==> config.mk <==
export PLATFORM = sky130hd
export DESIGN_NAME = spi_master_top
export DESIGN_NICKNAME = d
export VERILOG_FILES = /design/src/rtl/spi_pkg.sv /design/src/rtl/byte_fifo.sv /design/src/rtl/sck_phase_gen.sv /design/src/rtl/spi_master_top.sv /design/src/rtl/spi_sequencer.sv /design/src/rtl/spi_shifter.sv
export SDC_FILE = /design/constraint.sdc
export NUM_CORES = 1
export LEC_CHECK = 0
export BUFFER_PORTS_ARGS = -buffer_cell sky130_fd_sc_hd__buf_2
export CAP_MARGIN = 20
export CELL_PAD_IN_SITES_DETAIL_PLACEMENT = 1
export CELL_PAD_IN_SITES_GLOBAL_PLACEMENT = 2
export CORE_ASPECT_RATIO = 0.9
export CORE_MARGIN = 1
export CORE_UTILIZATION = 47
export DETAILED_ROUTE_END_ITERATION = 12
export HOLD_SLACK_MARGIN = 0.1
export PLACE_DENSITY_LB_ADDON = 0.1
export SYNTH_ARGS = -nofsm -noshare
export SYNTH_HDL_FRONTEND = slang
export SYNTH_HIERARCHICAL = 1
export SYNTH_SLANG_ARGS = --single-unit
==> constraint.sdc <==
create_clock -name i_ext_spi_clk_x -period 5.7 [get_ports i_ext_spi_clk_x]
set_input_delay 0.57 -clock i_ext_spi_clk_x [delete_from_list [all_inputs] [get_ports i_ext_spi_clk_x]]
set_output_delay 0.57 -clock i_ext_spi_clk_x [all_outputs]
set_load 0.005 [all_outputs]
==> src/rtl/spi_pkg.sv <==
/* shared constants, widths and FSM state encoding for the SPI master.
   imported by every RTL module and by the bound assertion module */
`default_nettype none

package spi_pkg;

  // system clocks per SCK period, falling strobe on phase 0
  localparam int SCK_RATIO = 8;
  // phase counter width
  localparam int SCK_PW = $clog2(SCK_RATIO);
  // SCK periods in each chip select lead-in and tail state
  localparam int SS_PERIODS = 4;

  // byte FIFO geometry
  localparam int FIFO_DEPTH = 16;
  localparam int FIFO_AW = $clog2(FIFO_DEPTH);

  typedef logic [7:0] byte_t;
  // byte count, 15 max
  typedef logic [3:0] len_t;
  // wait SCK periods between TX and RX
  typedef logic [1:0] wait_t;
  // SCK periods spent in one state, 8 x 15 at most
  typedef logic [6:0] timer_t;

  // transaction order, csn low from START_S through STOP_S
  typedef enum logic [2:0] {
    ST_IDLE, ST_START_D, ST_START_S, ST_TX,
    ST_WAIT, ST_RX, ST_STOP_S, ST_STOP_D
  } spi_state_e;

endpackage

`default_nettype wire

==> src/rtl/byte_fifo.sv <==
/* synchronous byte FIFO with a registered read port and one-cycle valid.
   used for both the TX and the RX queue of the SPI master */
`timescale 1ns/1ns
`default_nettype none

module byte_fifo import spi_pkg::*; (
  input  wire   i_ext_spi_clk_x,
  input  wire   i_srst,
  input  wire   wr_en_i,
  input  byte_t wr_data_i,
  input  wire   rd_en_i,
  output byte_t rd_data_o,
  output logic  rd_valid_o,
  output logic  full_o,
  output logic  empty_o
);

  byte_t mem [FIFO_DEPTH];
  logic [FIFO_AW-1:0] wr_ptr_q;
  logic [FIFO_AW-1:0] rd_ptr_q;
  // one extra bit so a full buffer is distinguishable from empty
  logic [FIFO_AW:0] count_q;
  logic do_wr;
  logic do_rd;

  assign full_o  = (count_q == (FIFO_AW+1)'(FIFO_DEPTH));
  assign empty_o = (count_q == '0);
  // requests against a full or empty buffer are dropped here
  assign do_wr = wr_en_i && !full_o;
  assign do_rd = rd_en_i && !empty_o;

  always_ff @(posedge i_ext_spi_clk_x) begin
    if (i_srst) begin
      wr_ptr_q   <= '0;
      rd_ptr_q   <= '0;
      count_q    <= '0;
      rd_valid_o <= 1'b0;
    end else begin
      rd_valid_o <= do_rd;
      if (do_wr)
        wr_ptr_q <= wr_ptr_q + 1'b1;
      if (do_rd)
        rd_ptr_q <= rd_ptr_q + 1'b1;
      // read and write together leave occupancy as is
      if (do_wr && !do_rd)
        count_q <= count_q + 1'b1;
      else if (do_rd && !do_wr)
        count_q <= count_q - 1'b1;
    end
  end

  // storage and read register
  always_ff @(posedge i_ext_spi_clk_x) begin
    if (do_wr)
      mem[wr_ptr_q] <= wr_data_i;
    if (do_rd)
      rd_data_o <= mem[rd_ptr_q];
  end

endmodule

`default_nettype wire

==> src/rtl/sck_phase_gen.sv <==
/* free running SCK phase counter with fall and rise strobes */
`timescale 1ns/1ns
`default_nettype none

module sck_phase_gen import spi_pkg::*; (
  input  wire  i_ext_spi_clk_x,
  input  wire  i_srst,
  output logic fall_stb_o,
  output logic rise_stb_o,
  output logic sck_high_o
);

  logic [SCK_PW-1:0] phase_q;

  // wraps every SCK_RATIO clocks
  always_ff @(posedge i_ext_spi_clk_x) begin
    if (i_srst)
      phase_q <= '0;
    else if (phase_q == SCK_PW'(SCK_RATIO - 1))
      phase_q <= '0;
    else
      phase_q <= phase_q + 1'b1;
  end

  // falling edge point opens the period, rising edge point at the half
  assign fall_stb_o = (phase_q == '0);
  assign rise_stb_o = (phase_q == SCK_PW'(SCK_RATIO / 2));
  // second half of the period is SCK high
  assign sck_high_o = (phase_q >= SCK_PW'(SCK_RATIO / 2));

endmodule

`default_nettype wire

==> src/rtl/spi_master_top.sv <==
/* SPI Mode 0 master top level with TX and RX byte FIFOs.
   host loads TX bytes, pulses go_i while idle, then drains RX bytes */
`timescale 1ns/1ns
`default_nettype none

module spi_master_top import spi_pkg::*; (
  input  wire   i_ext_spi_clk_x,
  input  wire   i_srst,
  // host TX queue
  input  byte_t tx_data_i,
  input  wire   tx_enqueue_i,
  output logic  tx_ready_o,
  // host RX queue
  input  wire   rx_dequeue_i,
  output byte_t rx_data_o,
  output logic  rx_valid_o,
  output logic  rx_avail_o,
  // transaction control
  input  wire   go_i,
  input  len_t  tx_len_i,
  input  len_t  rx_len_i,
  input  wait_t wait_cyc_i,
  output logic  idle_o,
  // SPI bus
  output logic  sck_o,
  output logic  csn_o,
  output logic  copi_o,
  input  wire   cipo_i
);

  logic  fall_stb;
  logic  rise_stb;
  logic  sck_high;
  logic  tx_pop;
  logic  tx_shift;
  logic  rx_sample;
  logic  rx_last_bit;
  byte_t tx_byte;
  logic  tx_byte_valid;
  logic  tx_full;
  byte_t rx_byte;
  logic  rx_wr;
  logic  rx_empty;

  assign tx_ready_o = !tx_full;
  assign rx_avail_o = !rx_empty;

  sck_phase_gen u_phase (
    .i_ext_spi_clk_x, .i_srst,
    .fall_stb_o(fall_stb), .rise_stb_o(rise_stb), .sck_high_o(sck_high)
  );

  spi_sequencer u_seq (
    .i_ext_spi_clk_x, .i_srst,
    .go_i, .tx_len_i, .rx_len_i, .wait_cyc_i,
    .fall_stb_i(fall_stb), .rise_stb_i(rise_stb), .sck_high_i(sck_high),
    .idle_o, .csn_o, .sck_o,
    .tx_pop_o(tx_pop), .tx_shift_o(tx_shift),
    .rx_sample_o(rx_sample), .rx_last_bit_o(rx_last_bit)
  );

  spi_shifter u_shift (
    .i_ext_spi_clk_x, .i_srst,
    .fall_stb_i(fall_stb), .rise_stb_i(rise_stb),
    .tx_shift_i(tx_shift), .tx_byte_i(tx_byte), .tx_byte_valid_i(tx_byte_valid),
    .rx_sample_i(rx_sample), .rx_last_bit_i(rx_last_bit),
    .cipo_i, .copi_o, .rx_byte_o(rx_byte), .rx_wr_o(rx_wr)
  );

  // host writes, sequencer reads
  byte_fifo u_tx_fifo (
    .i_ext_spi_clk_x, .i_srst,
    .wr_en_i(tx_enqueue_i), .wr_data_i(tx_data_i), .rd_en_i(tx_pop),
    .rd_data_o(tx_byte), .rd_valid_o(tx_byte_valid),
    .full_o(tx_full), .empty_o()
  );

  // shifter writes, host reads
  byte_fifo u_rx_fifo (
    .i_ext_spi_clk_x, .i_srst,
    .wr_en_i(rx_wr), .wr_data_i(rx_byte), .rd_en_i(rx_dequeue_i),
    .rd_data_o(rx_data_o), .rd_valid_o(rx_valid_o),
    .full_o(), .empty_o(rx_empty)
  );

endmodule

`default_nettype wire

==> src/rtl/spi_sequencer.sv <==
/* transaction FSM for the SPI master, steps once per SCK falling point.
   decodes chip select, SCK gating, TX pop points and RX sample points */
`timescale 1ns/1ns
`default_nettype none

module spi_sequencer import spi_pkg::*; (
  input  wire   i_ext_spi_clk_x,
  input  wire   i_srst,
  input  wire   go_i,
  input  len_t  tx_len_i,
  input  len_t  rx_len_i,
  input  wait_t wait_cyc_i,
  input  wire   fall_stb_i,
  input  wire   rise_stb_i,
  input  wire   sck_high_i,
  output logic  idle_o,
  output logic  csn_o,
  output logic  sck_o,
  output logic  tx_pop_o,
  output logic  tx_shift_o,
  output logic  rx_sample_o,
  output logic  rx_last_bit_o
);

  spi_state_e state_q;
  spi_state_e state_nx;
  timer_t     timer_q;
  timer_t     dur;
  logic       last;
  logic       go_pend_q;
  len_t       tx_len_q;
  len_t       rx_len_q;
  wait_t      wait_q;

  ////////////////////////////////////////////////////////////
  // state length and next state
  ////////////////////////////////////////////////////////////

  // SCK periods spent in the current state
  always_comb begin
    case (state_q)
      ST_TX:   dur = {tx_len_q, 3'b000};
      ST_WAIT: dur = timer_t'(wait_q);
      ST_RX:   dur = {rx_len_q, 3'b000};
      ST_IDLE: dur = '0;
      default: dur = timer_t'(SS_PERIODS);
    endcase
  end

  // final SCK period of this state
  assign last = (timer_q == dur - timer_t'(1));

  always_comb begin
    state_nx = state_q;
    case (state_q)
      ST_IDLE:    if (go_pend_q) state_nx = ST_START_D;
      ST_START_D: if (last) state_nx = ST_START_S;
      ST_START_S: if (last) state_nx = ST_TX;
      ST_TX: begin
        // wait only makes sense ahead of a receive phase
        if (last) begin
          if (rx_len_q == '0)
            state_nx = ST_STOP_S;
          else if (wait_q == '0)
            state_nx = ST_RX;
          else
            state_nx = ST_WAIT;
        end
      end
      ST_WAIT:    if (last) state_nx = ST_RX;
      ST_RX:      if (last) state_nx = ST_STOP_S;
      ST_STOP_S:  if (last) state_nx = ST_STOP_D;
      ST_STOP_D:  if (last) state_nx = ST_IDLE;
      default:    state_nx = ST_IDLE;
    endcase
  end

  ////////////////////////////////////////////////////////////
  // registers
  ////////////////////////////////////////////////////////////

  always_ff @(posedge i_ext_spi_clk_x) begin
    if (i_srst) begin
      state_q   <= ST_IDLE;
      timer_q   <= '0;
      go_pend_q <= 1'b0;
      tx_len_q  <= '0;
      rx_len_q  <= '0;
      wait_q    <= '0;
    end else begin
      // start request held until the next falling point
      if (idle_o && go_i) begin
        go_pend_q <= 1'b1;
        tx_len_q  <= tx_len_i;
        rx_len_q  <= rx_len_i;
        wait_q    <= wait_cyc_i;
      end else if (fall_stb_i && state_q == ST_IDLE) begin
        go_pend_q <= 1'b0;
      end
      if (fall_stb_i) begin
        state_q <= state_nx;
        // timer restarts on each state change
        if (state_nx != state_q || state_q == ST_IDLE)
          timer_q <= '0;
        else
          timer_q <= timer_q + timer_t'(1);
      end
    end
  end

  ////////////////////////////////////////////////////////////
  // output decode
  ////////////////////////////////////////////////////////////

  assign idle_o = (state_q == ST_IDLE) && !go_pend_q;
  assign csn_o  = (state_q == ST_IDLE) || (state_q == ST_START_D) ||
                  (state_q == ST_STOP_D);
  // SCK runs only through TX, WAIT and RX
  assign sck_o  = sck_high_i &&
                  ((state_q == ST_TX) || (state_q == ST_WAIT) || (state_q == ST_RX));

  // fetch the next TX byte half a period ahead of its first bit
  assign tx_pop_o = rise_stb_i &&
                    ((state_q == ST_START_S && last) ||
                     (state_q == ST_TX && timer_q[2:0] == 3'd7 && !last));
  // falling points that load or shift the TX register
  assign tx_shift_o = (state_q == ST_START_S && last) || (state_q == ST_TX && !last);

  assign rx_sample_o   = (state_q == ST_RX);
  assign rx_last_bit_o = (state_q == ST_RX) && (timer_q[2:0] == 3'd7);

endmodule

`default_nettype wire

==> src/rtl/spi_shifter.sv <==
/* TX and RX shift registers of the SPI master, MSB first.
   TX changes on the falling points, RX samples on the rising points */
`timescale 1ns/1ns
`default_nettype none

module spi_shifter import spi_pkg::*; (
  input  wire   i_ext_spi_clk_x,
  input  wire   i_srst,
  input  wire   fall_stb_i,
  input  wire   rise_stb_i,
  input  wire   tx_shift_i,
  input  byte_t tx_byte_i,
  input  wire   tx_byte_valid_i,
  input  wire   rx_sample_i,
  input  wire   rx_last_bit_i,
  input  wire   cipo_i,
  output logic  copi_o,
  output byte_t rx_byte_o,
  output logic  rx_wr_o
);

  byte_t      pend_q;
  logic       pend_vld_q;
  byte_t      tx_sreg_q;
  logic [2:0] bit_cnt_q;
  byte_t      rx_sreg_q;

  always_ff @(posedge i_ext_spi_clk_x) begin
    if (i_srst) begin
      pend_vld_q <= 1'b0;
      tx_sreg_q  <= '0;
      bit_cnt_q  <= '0;
      rx_wr_o    <= 1'b0;
    end else begin
      if (tx_byte_valid_i)
        pend_vld_q <= 1'b1;
      if (fall_stb_i) begin
        if (tx_shift_i) begin
          bit_cnt_q <= bit_cnt_q + 3'd1;
          // byte boundary, empty FIFO sends zeros
          if (bit_cnt_q == 3'd0) begin
            tx_sreg_q  <= pend_vld_q ? pend_q : '0;
            pend_vld_q <= 1'b0;
          end else begin
            tx_sreg_q <= {tx_sreg_q[6:0], 1'b0};
          end
        end else begin
          // line idles low outside TX
          tx_sreg_q <= '0;
          bit_cnt_q <= '0;
        end
      end
      // write strobe the cycle after the eighth sample
      rx_wr_o <= rise_stb_i && rx_sample_i && rx_last_bit_i;
    end
  end

  // byte fetched from the TX FIFO and the input shift register
  always_ff @(posedge i_ext_spi_clk_x) begin
    if (tx_byte_valid_i)
      pend_q <= tx_byte_i;
    if (rise_stb_i && rx_sample_i)
      rx_sreg_q <= {rx_sreg_q[6:0], cipo_i};
  end

  assign copi_o    = tx_sreg_q[7];
  assign rx_byte_o = rx_sreg_q;

endmodule

`default_nettype wire

==> out/results.ini, run 1 <==
[sta]
hold_violations = 0
hold_ws_ps = 288
worst_slew_pin_slew_ps = 933
finalSetupViolations = 0
max_slew_margin_pct = 37.5
timing.fmax_mhz = 208
rsz0062_at_grt = false
clock_skew_ps = 23.9
period_minus_slack_ps = 4810
drv_slew = 0
tns_ps = 0
finalCritPeriodShare_pct = 84.4

[cts]
root_buffer = clkbuf_16
hold_buffers = 0
clockBufferDepth = 3
postCtsSetupBuffers = 0
clock_latency_ps = 520
cts_made_buffers = 38
cts.reportedPaths.clkPinSlew_ps = 60
numClockSinks = 353
tritoncts = done
post_cts_resize_count = 0
htreeDepth = 2

[logic_synthesis]
syn_area_per_cell_um2 = 15.9
syn_inst = 911
postSynthNetCount = 963
syn-cell-area_um2 = 14500
ys_warn_count = 6

[worst_setup_path]
critPathArrivalTime_ps = 5210
crit_fanout = 21
critPathKind = flop to flop
cpPeakStageDelay_ps = 700
critical_path_required_ps = 6090
path_cells = and4bb_1 -> inv_1 -> ha_1 -> nand2b_1 -> a21oi_1 -> a211o_1 -> and4_1 -> o31ai_1 -> buf_4 -> mux2i_1 -> and3_1 -> o21ai_4 -> ha_1 -> inv_1 -> ha_1 -> a21o_1 -> a21oi_1 -> nor4_1 -> or3_1
worstSetupStartpointType = flop
crit_slowest_cell = dfxtp_1
end_kind = flop
crit_top_cell = ha_1

[routing]
drc_errors = 0
wl_per_cell_um = 22.1
viasPerCell = 5.62
vias = 7732
drt_first_iter_violations = 361
drt_first_pass_iters = 4
wl_um = 30500
ant_nets = 0

[outcome]
status = finished, final reports clean

[die]
die_w_um = 187
io_pins = 39
start_util_pct = 48.2
rows = 60
dieArea_um2 = 31600
core_area_um2 = 30100
die_y_um = 169

[place]
placed_area_um2 = 15000
routabilityCongestion = 0.812
post-dp-hpwl_um = 20100
io_buffers = 38

[global_routing]
grt_pass1_vias = 8373
antenna_found_initial = 0
overflow = 0
grt_max_degree = 73
grt_usage_pct = 19.8
grt_pass1_wl_um = 47600

[power]
vdd_ir_drop_max_mv = 0.269
p_leak_nw = 5.34
power.density_nw_per_um2 = 360

[finish]
area.growth.synth_to_final_pct = 11.4
fin_area_um2 = 16200
drive_gt1_share_pct = 19.4
final_util_pct = 53.7
n_antenna_cell = 0
layout.nets = 1001

[min_path]
hold_path.class = input pin to flop

[run]
cap_viol_max_count = 0

==> cells in the final DEF, fill, tap and decap left out, types with 4 or more instances in the layout <==
cell,n
edfxtp_1,288
nor2_1,73
nand2_1,66
mux4_2,64
dfxtp_1,63
clkbuf_16,39
buf_2,38
a22oi_1,32
inv_1,30
a21oi_1,30
ha_1,26
nor3_1,17
buf_4,15
xor2_1,15
clkbuf_1,13
xnor2_1,13
nand2b_1,9
mux2i_1,8
nand3_1,8
nor2b_1,7
o211ai_1,7
and2_1,6
and3_1,6
o21ai_0,6
mux2_4,6
o32ai_1,6
clkinv_2,5
or3_1,5
nand4_1,5
nand4b_1,4
==> stage by stage <==
stage / setup WS (ps) / instances / power [mW]
2_1_floorplan: 1610 / 911 / 3.45
3_3_place_gp: 1250 / 1305 / 3.60
3_5_place_dp: 958 / 1312 / 3.65
4_1_cts: 955 / 1377 / 5.89
5_1_grt: 572 / 1377 / 6.04
6_report: 887 / 1377 / 5.81
==> where the power goes <==
part	total, mW	internal [mW]	leakage [nW]	switching, mW
registers	2.93	2.87	3.13	0.0570
clock network	2.23	1.29	0.550	0.935
logic	0.653	0.285	1.66	0.368
==> area by class of cell <==
cell class	instances	area, um2
Fill cell	2816	13900
Sequential cell	353	9950
Multi-Input combinational cell	473	4160
Clock buffer	55	1070
Tap cell	403	504
Timing Repair Buffer	53	303
Inverter	30	113
Clock inverter	10	53.8
==> registers in the layout, summed over array words and instances (netlist names), 2 cells and up <==
| register | cells |
|---|---|
| u_seq/wait_q | 2 |
| u_shift/pend_q | 8 |
| u_seq/rx_len_q | 4 |
| u_seq/timer_q | 7 |
| u_tx_fifo/count_q | 5 |
| u_seq/tx_len_q | 4 |
| u_shift/rx_byte_o | 8 |
| u_rx_fifo/count_q | 5 |
| u_rx_fifo/mem | 128 |
| u_shift/bit_cnt_q | 3 |
| u_shift/tx_sreg_q | 8 |
| u_phase/phase_q | 3 |
| u_tx_fifo/rd_data_o | 8 |
| u_tx_fifo/mem | 128 |
| u_seq/state_q | 3 |
| u_tx_fifo/wr_ptr_q | 4 |
| u_rx_fifo/wr_ptr_q | 4 |
| u_tx_fifo/rd_ptr_q | 4 |
| u_rx_fifo/rd_ptr_q | 4 |
| u_rx_fifo/rd_data_o | 8 |
==> critical path, delay by kind of cell (launching register included) <==
family	cells	cell delay, ps
AOI/OAI and AO/OA	6	1170
adders and majority gates	3	730
and+or+nand+nor	6	1430
buffers and inverters	3	470
DFF	1	700
muxes	1	180
==> final timing paths <==
check	startpoint	endpoint	slack (ps)	cells after the start
setup / recovery	u_seq/state_q[2]	u_tx_fifo/count_q[3]	890	19
hold / removal	cipo_i	u_shift/rx_byte_o[0]	290	1
setup reg to reg	u_seq/state_q[2]	u_tx_fifo/count_q[3]	890	19
hold reg to reg	u_tx_fifo/rd_data_o[0]	u_shift/pend_q[0]	420	0
==> per-layer routing <==
layer	routed length, um	track usage, %	vias to the layer above
met1	13300	25.4	3997
li1	-	-	3560
met4	477	4.81	0
met5	0	0	-
met2	15700	34.9	137
met3	1010	3.34	38
Note: power is estimated with default switching activity, not from simulation.
==> inputs of run 2 (changes only) <==
ABC_AREA = 1   (was default)
CORE_UTILIZATION = 41   (was 47)
clock period = 4.6 ns   (was 5.7 ns; I/O delays follow)
==> out/results.ini, run 2 <==
[die]
rows = 68  ; +13%
io_pins = 39  ; unchanged
core_area_um2 = 38400  ; +27%
die_y_um = 189  ; +12%
dieArea_um2 = 39700  ; +26%
start_util_pct = 41.6  ; -6.6 points
die_w_um = 210  ; +12%

[global_routing]
met3_usage_pct = 2.80  ; -0.54 points
gr-usage-met2_pct = 34.4  ; -0.49 points
top_usage_layer = met2
antenna_found_initial = 0  ; unchanged
grt_max_degree = 68  ; -6.8%
grt_usage_pct = 20.4  ; +0.62 points
grt_pass1_wl_um = 62000  ; +30%
grt_pass1_vias = 11100  ; +33%
met1_usage_pct = 27.4  ; +1.9 points
overflow = 0  ; unchanged

[worst_setup_path]
critical_path_required_ps = 5040  ; -1050 ps
worstSetupStartpointType = flop
path_cells = nor2_2 -> nand3_1 -> ha_1 -> xnor2_1 -> nand2_1 -> a21oi_1 -> nand2_1 -> nor2_2 -> nand3_2 -> nor2_2 -> o21ai_0 -> a21oi_2 -> nand2_1 -> ha_1 -> inv_1 -> ha_1 -> or2_1 -> nand3_1 -> nand2_1 -> o21ai_1 -> inv_1
crit_slowest_cell = dfxtp_1
crit_family = simple AND/OR/NAND/NOR gates
cpPeakStageDelay_ps = 450  ; -250 ps
path_buf_inv = 2  ; -1
crit_fanout = 12  ; -43%
critPathKind = flop to flop
end_kind = flop
crit_top_cell = nand2_1
critPathArrivalTime_ps = 4400  ; -810 ps

[cts]
hold_buffers = 0  ; unchanged
post_cts_resize_count = 0  ; unchanged
postCtsSetupBuffers = 0  ; unchanged
root_buffer = clkbuf_16
tritoncts = done
numClockSinks = 353  ; unchanged
clockBufferDepth = 3  ; unchanged
htreeDepth = 2  ; unchanged
cts_made_buffers = 40  ; +5.3%
cts.reportedPaths.clkPinSlew_ps = 60  ; about the same
clock_latency_ps = 540  ; +20 ps

[logic_synthesis]
postSynthNetCount = 1714  ; +78%
ys_warn_count = 6  ; unchanged
syn_inst = 1662  ; +82%
syn_area_per_cell_um2 = 9.59  ; -40%
syn-cell-area_um2 = 15900  ; +9.9%

[outcome]
status = finished, final reports clean

[finish]
area.growth.synth_to_final_pct = 12.2
fin_area_um2 = 17900  ; +11%
drive_gt1_share_pct = 13.4  ; -6.0 points
final_common_cell = nand2_1
n_antenna_cell = 0  ; unchanged
layout.nets = 1742  ; +74%
largestRegisters = u_rx_fifo/mem: 128 flops, u_tx_fifo/mem: 128 flops
final_cell_mix = nand2_1, edfxtp_1, nand3_1, inv_1, nor2_1

[sta]
finalCritPeriodShare_pct = 86.0  ; +1.5 points
rsz0062_at_grt = false
finalSetupViolations = 0  ; unchanged
period_minus_slack_ps = 3950  ; -858 ps
hold_ws_ps = 149  ; -140 ps
clock_skew_ps = 20.8  ; -3.02 ps
timing.fmax_mhz = 253  ; +22%
hold_violations = 0  ; unchanged
worst_slew_pin_slew_ps = 993  ; +59.6 ps
drv_slew = 0  ; unchanged
max_slew_margin_pct = 33.6  ; -4.0 points
tns_ps = 0  ; unchanged

[routing]
wl_um = 39100  ; +28%
ant_nets = 0  ; unchanged
drt_first_iter_violations = 479  ; +33%
vias = 11000  ; +42%
wl_per_cell_um = 17.4  ; -21%
viasPerCell = 4.90  ; -13%
drt_first_pass_iters = 4  ; unchanged
drc_errors = 0  ; unchanged

[power]
p_leak_nw = 7.32  ; +37%
power.density_nw_per_um2 = 464  ; +29%
vdd_ir_drop_max_mv = 0.317  ; +18%
p_sw_share_pct = 26.5  ; +3.1 points
p_comb_share_pct = 14.6  ; +3.4 points
pwr-share-clk_pct = 41.5  ; +3.1 points
power_mw = 8.29  ; +43%
power_switching_mw = 2.20  ; +62%
internal_power_mw = 6.10  ; +37%
seqPwrFrac_pct = 44.0  ; -6.4 points

[place]
io_buffers = 38  ; unchanged
placed_area_um2 = 16500  ; +9.4%
post-dp-hpwl_um = 24800  ; +23%
routabilityCongestion = 0.782  ; -3.6%

[min_path]
hold_path.class = input pin to flop

[run]
cap_viol_max_count = 0  ; unchanged

run 2: power by group through the flow:
stage | logic [mW] | clock network, mW | registers, mW
final | 1.21 | 3.44 | 3.65
after global routing | 1.38 | 3.64 | 3.66
after CTS | 1.23 | 3.54 | 3.65
after detailed placement | 1.22 | 0 | 3.72
after global placement | 1.20 | 0 | 3.71
after floorplan | 0.917 | 0 | 3.69
run 2: routing by layer:
metal  vias up  part of all wire, %
met1      5369                   46
met5         -                    0
met4         0                  2.3
li1       5416                    -
met3        57                  3.3
met2       153                   48
run 2: worst paths after layout:
kind | end | slack, ps | cells after the start | startpoint
worst max-delay path | u_tx_fifo/count_q[4] | 650 | 21 | u_seq/state_q[0]
worst min-delay path | u_shift/rx_byte_o[0] | 150 | 1 | cipo_i
worst max register to register | u_tx_fifo/count_q[4] | 650 | 21 | u_seq/state_q[0]
worst min register to register | u_shift/pend_q[6] | 420 | 0 | u_tx_fifo/rd_data_o[6]
run 2: final cells by class:
| type | instances | area, um2 |
|---|---|---|
| Fill cell | 4330 | 20500 |
| Clock inverter | 26 | 372 |
| Clock buffer | 45 | 1050 |
| Tap cell | 525 | 657 |
| Sequential cell | 353 | 9950 |
| Inverter | 280 | 1060 |
| Multi-Input combinational cell | 968 | 4530 |
| Timing Repair Buffer | 47 | 258 |
run 2: metrics by stage:
step,utilization (%),setup WS (ps),cells
3_3_place_gp,42.9,623,2173
3_5_place_dp,42.9,434,2173
5_1_grt,46.6,121,2244
4_1_cts,46.6,442,2244
2_1_floorplan,-,1270,1662
6_report,46.6,645,2244
==> inputs of run 3 (changes only) <==
CORE_MARGIN = 2   (was 1)
==> out/results.ini, run 3 (synthesis results as in run 2) <==
[outcome]
status = finished, final reports clean

[cts]
clockBufferDepth = 3  ; unchanged
hold_buffers = 0  ; unchanged
post_cts_resize_count = 0  ; unchanged
postCtsSetupBuffers = 0  ; unchanged
tritoncts = done
cts.reportedPaths.clkPinSlew_ps = 60  ; about the same
cts_made_buffers = 40  ; unchanged
htreeDepth = 2  ; unchanged
root_buffer = clkbuf_16
numClockSinks = 353  ; unchanged
clock_latency_ps = 530  ; about the same

[run]
cap_viol_max_count = 0  ; unchanged

[finish]
fin_cells = 2245  ; +0.045%
largestRegisters = u_rx_fifo/mem: 128 flops, u_tx_fifo/mem: 128 flops
multi_input_area_um2 = 4530  ; about the same
drive_gt1_share_pct = 13.0  ; -0.41 points
nFillCells = 4351  ; +0.48%
area.growth.synth_to_final_pct = 11.5
register_area_um2 = 9950  ; about the same
layout.nets = 1742  ; unchanged
final_cell_mix = nand2_1, edfxtp_1, nand3_1, inv_1, nor2_1
final_common_cell = nand2_1
n_antenna_cell = 0  ; unchanged

[power]
power_mw = 8.08  ; -2.6%
vdd_ir_drop_max_mv = 0.361  ; +14%
p_leak_nw = 7.28  ; -0.54%
power.density_nw_per_um2 = 454  ; -2.0%

[routing]
vias = 11000  ; +0.027%
drc_errors = 0  ; unchanged
wl_um = 39500  ; +0.97%
wl_met1_um = 18100  ; -0.29%
ant_nets = 0  ; unchanged
wl_per_cell_um = 17.6  ; +0.93%
top_layer_used = met4
viasPerCell = 4.90  ; about the same
drt_first_pass_iters = 4  ; unchanged
wl_met2_um = 19200  ; +2.0%
wl_met3_um = 1390  ; +8.1%
drt_first_iter_violations = 440  ; -8.1%

[global_routing]
grt_max_degree = 68  ; unchanged
antenna_found_initial = 0  ; unchanged
grt_pass1_wl_um = 62400  ; +0.75%
grt_usage_pct = 20.1  ; -0.26 points
overflow = 0  ; unchanged
grt_pass1_vias = 11300  ; +2.1%

[sta]
drv_slew = 0  ; unchanged
max_slew_margin_pct = 30.3  ; -3.2 points
finalSetupViolations = 0  ; unchanged
rsz0062_at_grt = false
period_minus_slack_ps = 4210  ; +251 ps
finalCritPeriodShare_pct = 91.4  ; +5.5 points
hold_violations = 0  ; unchanged
worst_slew_pin_slew_ps = 1040  ; +51.7 ps
clock_skew_ps = 12.3  ; -8.54 ps
timing.fmax_mhz = 238  ; -6.0%
tns_ps = 0  ; unchanged

[worst_setup_path]
worstReg2RegEnd = u_tx_fifo/count_q[4]
rr_worst_depth = 22  ; +4.8%
critPathArrivalTime_ps = 4630  ; +230 ps
r2r_slack_ps = 390  ; -250 ps
critical_path_required_ps = 5030  ; about the same
r2r-start = u_seq/state_q[2]
crit_path_start = u_seq/state_q[2]
critPathKind = flop to flop
end_kind = flop
crit_fanout = 9  ; -3
cp-endpoint = u_tx_fifo/count_q[4]
worstSetupStartpointType = flop

[die]
core_area_um2 = 38400  ; unchanged
die_y_um = 191  ; +1.1%
rows = 68  ; unchanged
die_w_um = 212  ; +0.95%
dieArea_um2 = 40500  ; +2.0%
start_util_pct = 41.6  ; unchanged
io_pins = 39  ; unchanged

[place]
dp_cells = 2173  ; unchanged
post-dp-hpwl_um = 25100  ; +1.1%
io_buffers = 38  ; unchanged
routabilityCongestion = 0.784  ; +0.19%

[min_path]
hold_path.class = input pin to flop
worstHoldStart = cipo_i

==> run 3: changes by cell type in the layout (fill, tap and decap cells not counted), sizes merged <==
cell and delta:
clkinvlp -2, inv -1, clkbuf +5, bufinv -4, clkinv +3
==> run 3: how the worst min path moves through the flow <==
stage                           end  slack [ps]  cells past startpoint
2_1_floorplan     u_shift/pend_q[0]         400                      0
3_3_place_gp      u_shift/pend_q[2]         400                      0
3_5_place_dp      u_shift/pend_q[2]         410                      0
4_1_cts        u_shift/rx_byte_o[0]         130                      1
5_1_grt        u_shift/rx_byte_o[0]         130                      1
6_report       u_shift/rx_byte_o[0]         150                      1
==> run 3: worst max-delay path, stage by stage, from the launching register on <==
cell and delay, ps:
dfxtp_1 600, nand2_4 140, nor2_1 140, nand2_1 80, ha_1 250, xnor2_1 200, nand2_1 80, a21oi_1 140
nand2_1 80, nor2_2 140, nand3_2 140, nor2_2 150, o21ai_0 90, a21oi_1 330, nand2_1 250, ha_1 260
inv_1 170, ha_1 290, or2_1 240, nand3_1 90, nand2_1 50, o21ai_1 120, inv_1 60
==> run 3: stage by stage <==
stage | worst slack, ps | instance area, um2 | utilization (%) | hold WS (ps)
2_1_floorplan | 1270 | 15900 | - | 400
5_1_grt | 1.86 | 17800 | 46.3 | 130
6_report | 394 | 17800 | 46.3 | 146
3_5_place_dp | 457 | 16500 | 42.9 | 409
3_3_place_gp | 622 | 16500 | 42.9 | 403
4_1_cts | 443 | 17800 | 46.3 | 127
==> run 3: layout make-up <==
type | count | share of cell area, %
clock inverters | 22 | 1.28
flip-flops and latches | 353 | 56.0
repair buffers | 47 | 1.45
inverters | 280 | 5.96
clock buffers | 50 | 6.13
multi-input cells | 968 | 25.5
well taps | 525 | 3.70
==> run 3: report_power, final <==
| group | switching [mW] | internal, mW |
|---|---|---|
| Clock | 1.26 | 1.95 |
| Combinational | 0.833 | 0.385 |
| Sequential | 0.0819 | 3.57 |
==> run 3: per-layer routing <==
layer	vias to the layer above	GRT usage (%)
li1	5411	-
met1	5377	26.5
met2	148	34.7
met3	62	2.92
met4	0	5.50
met5	-	0
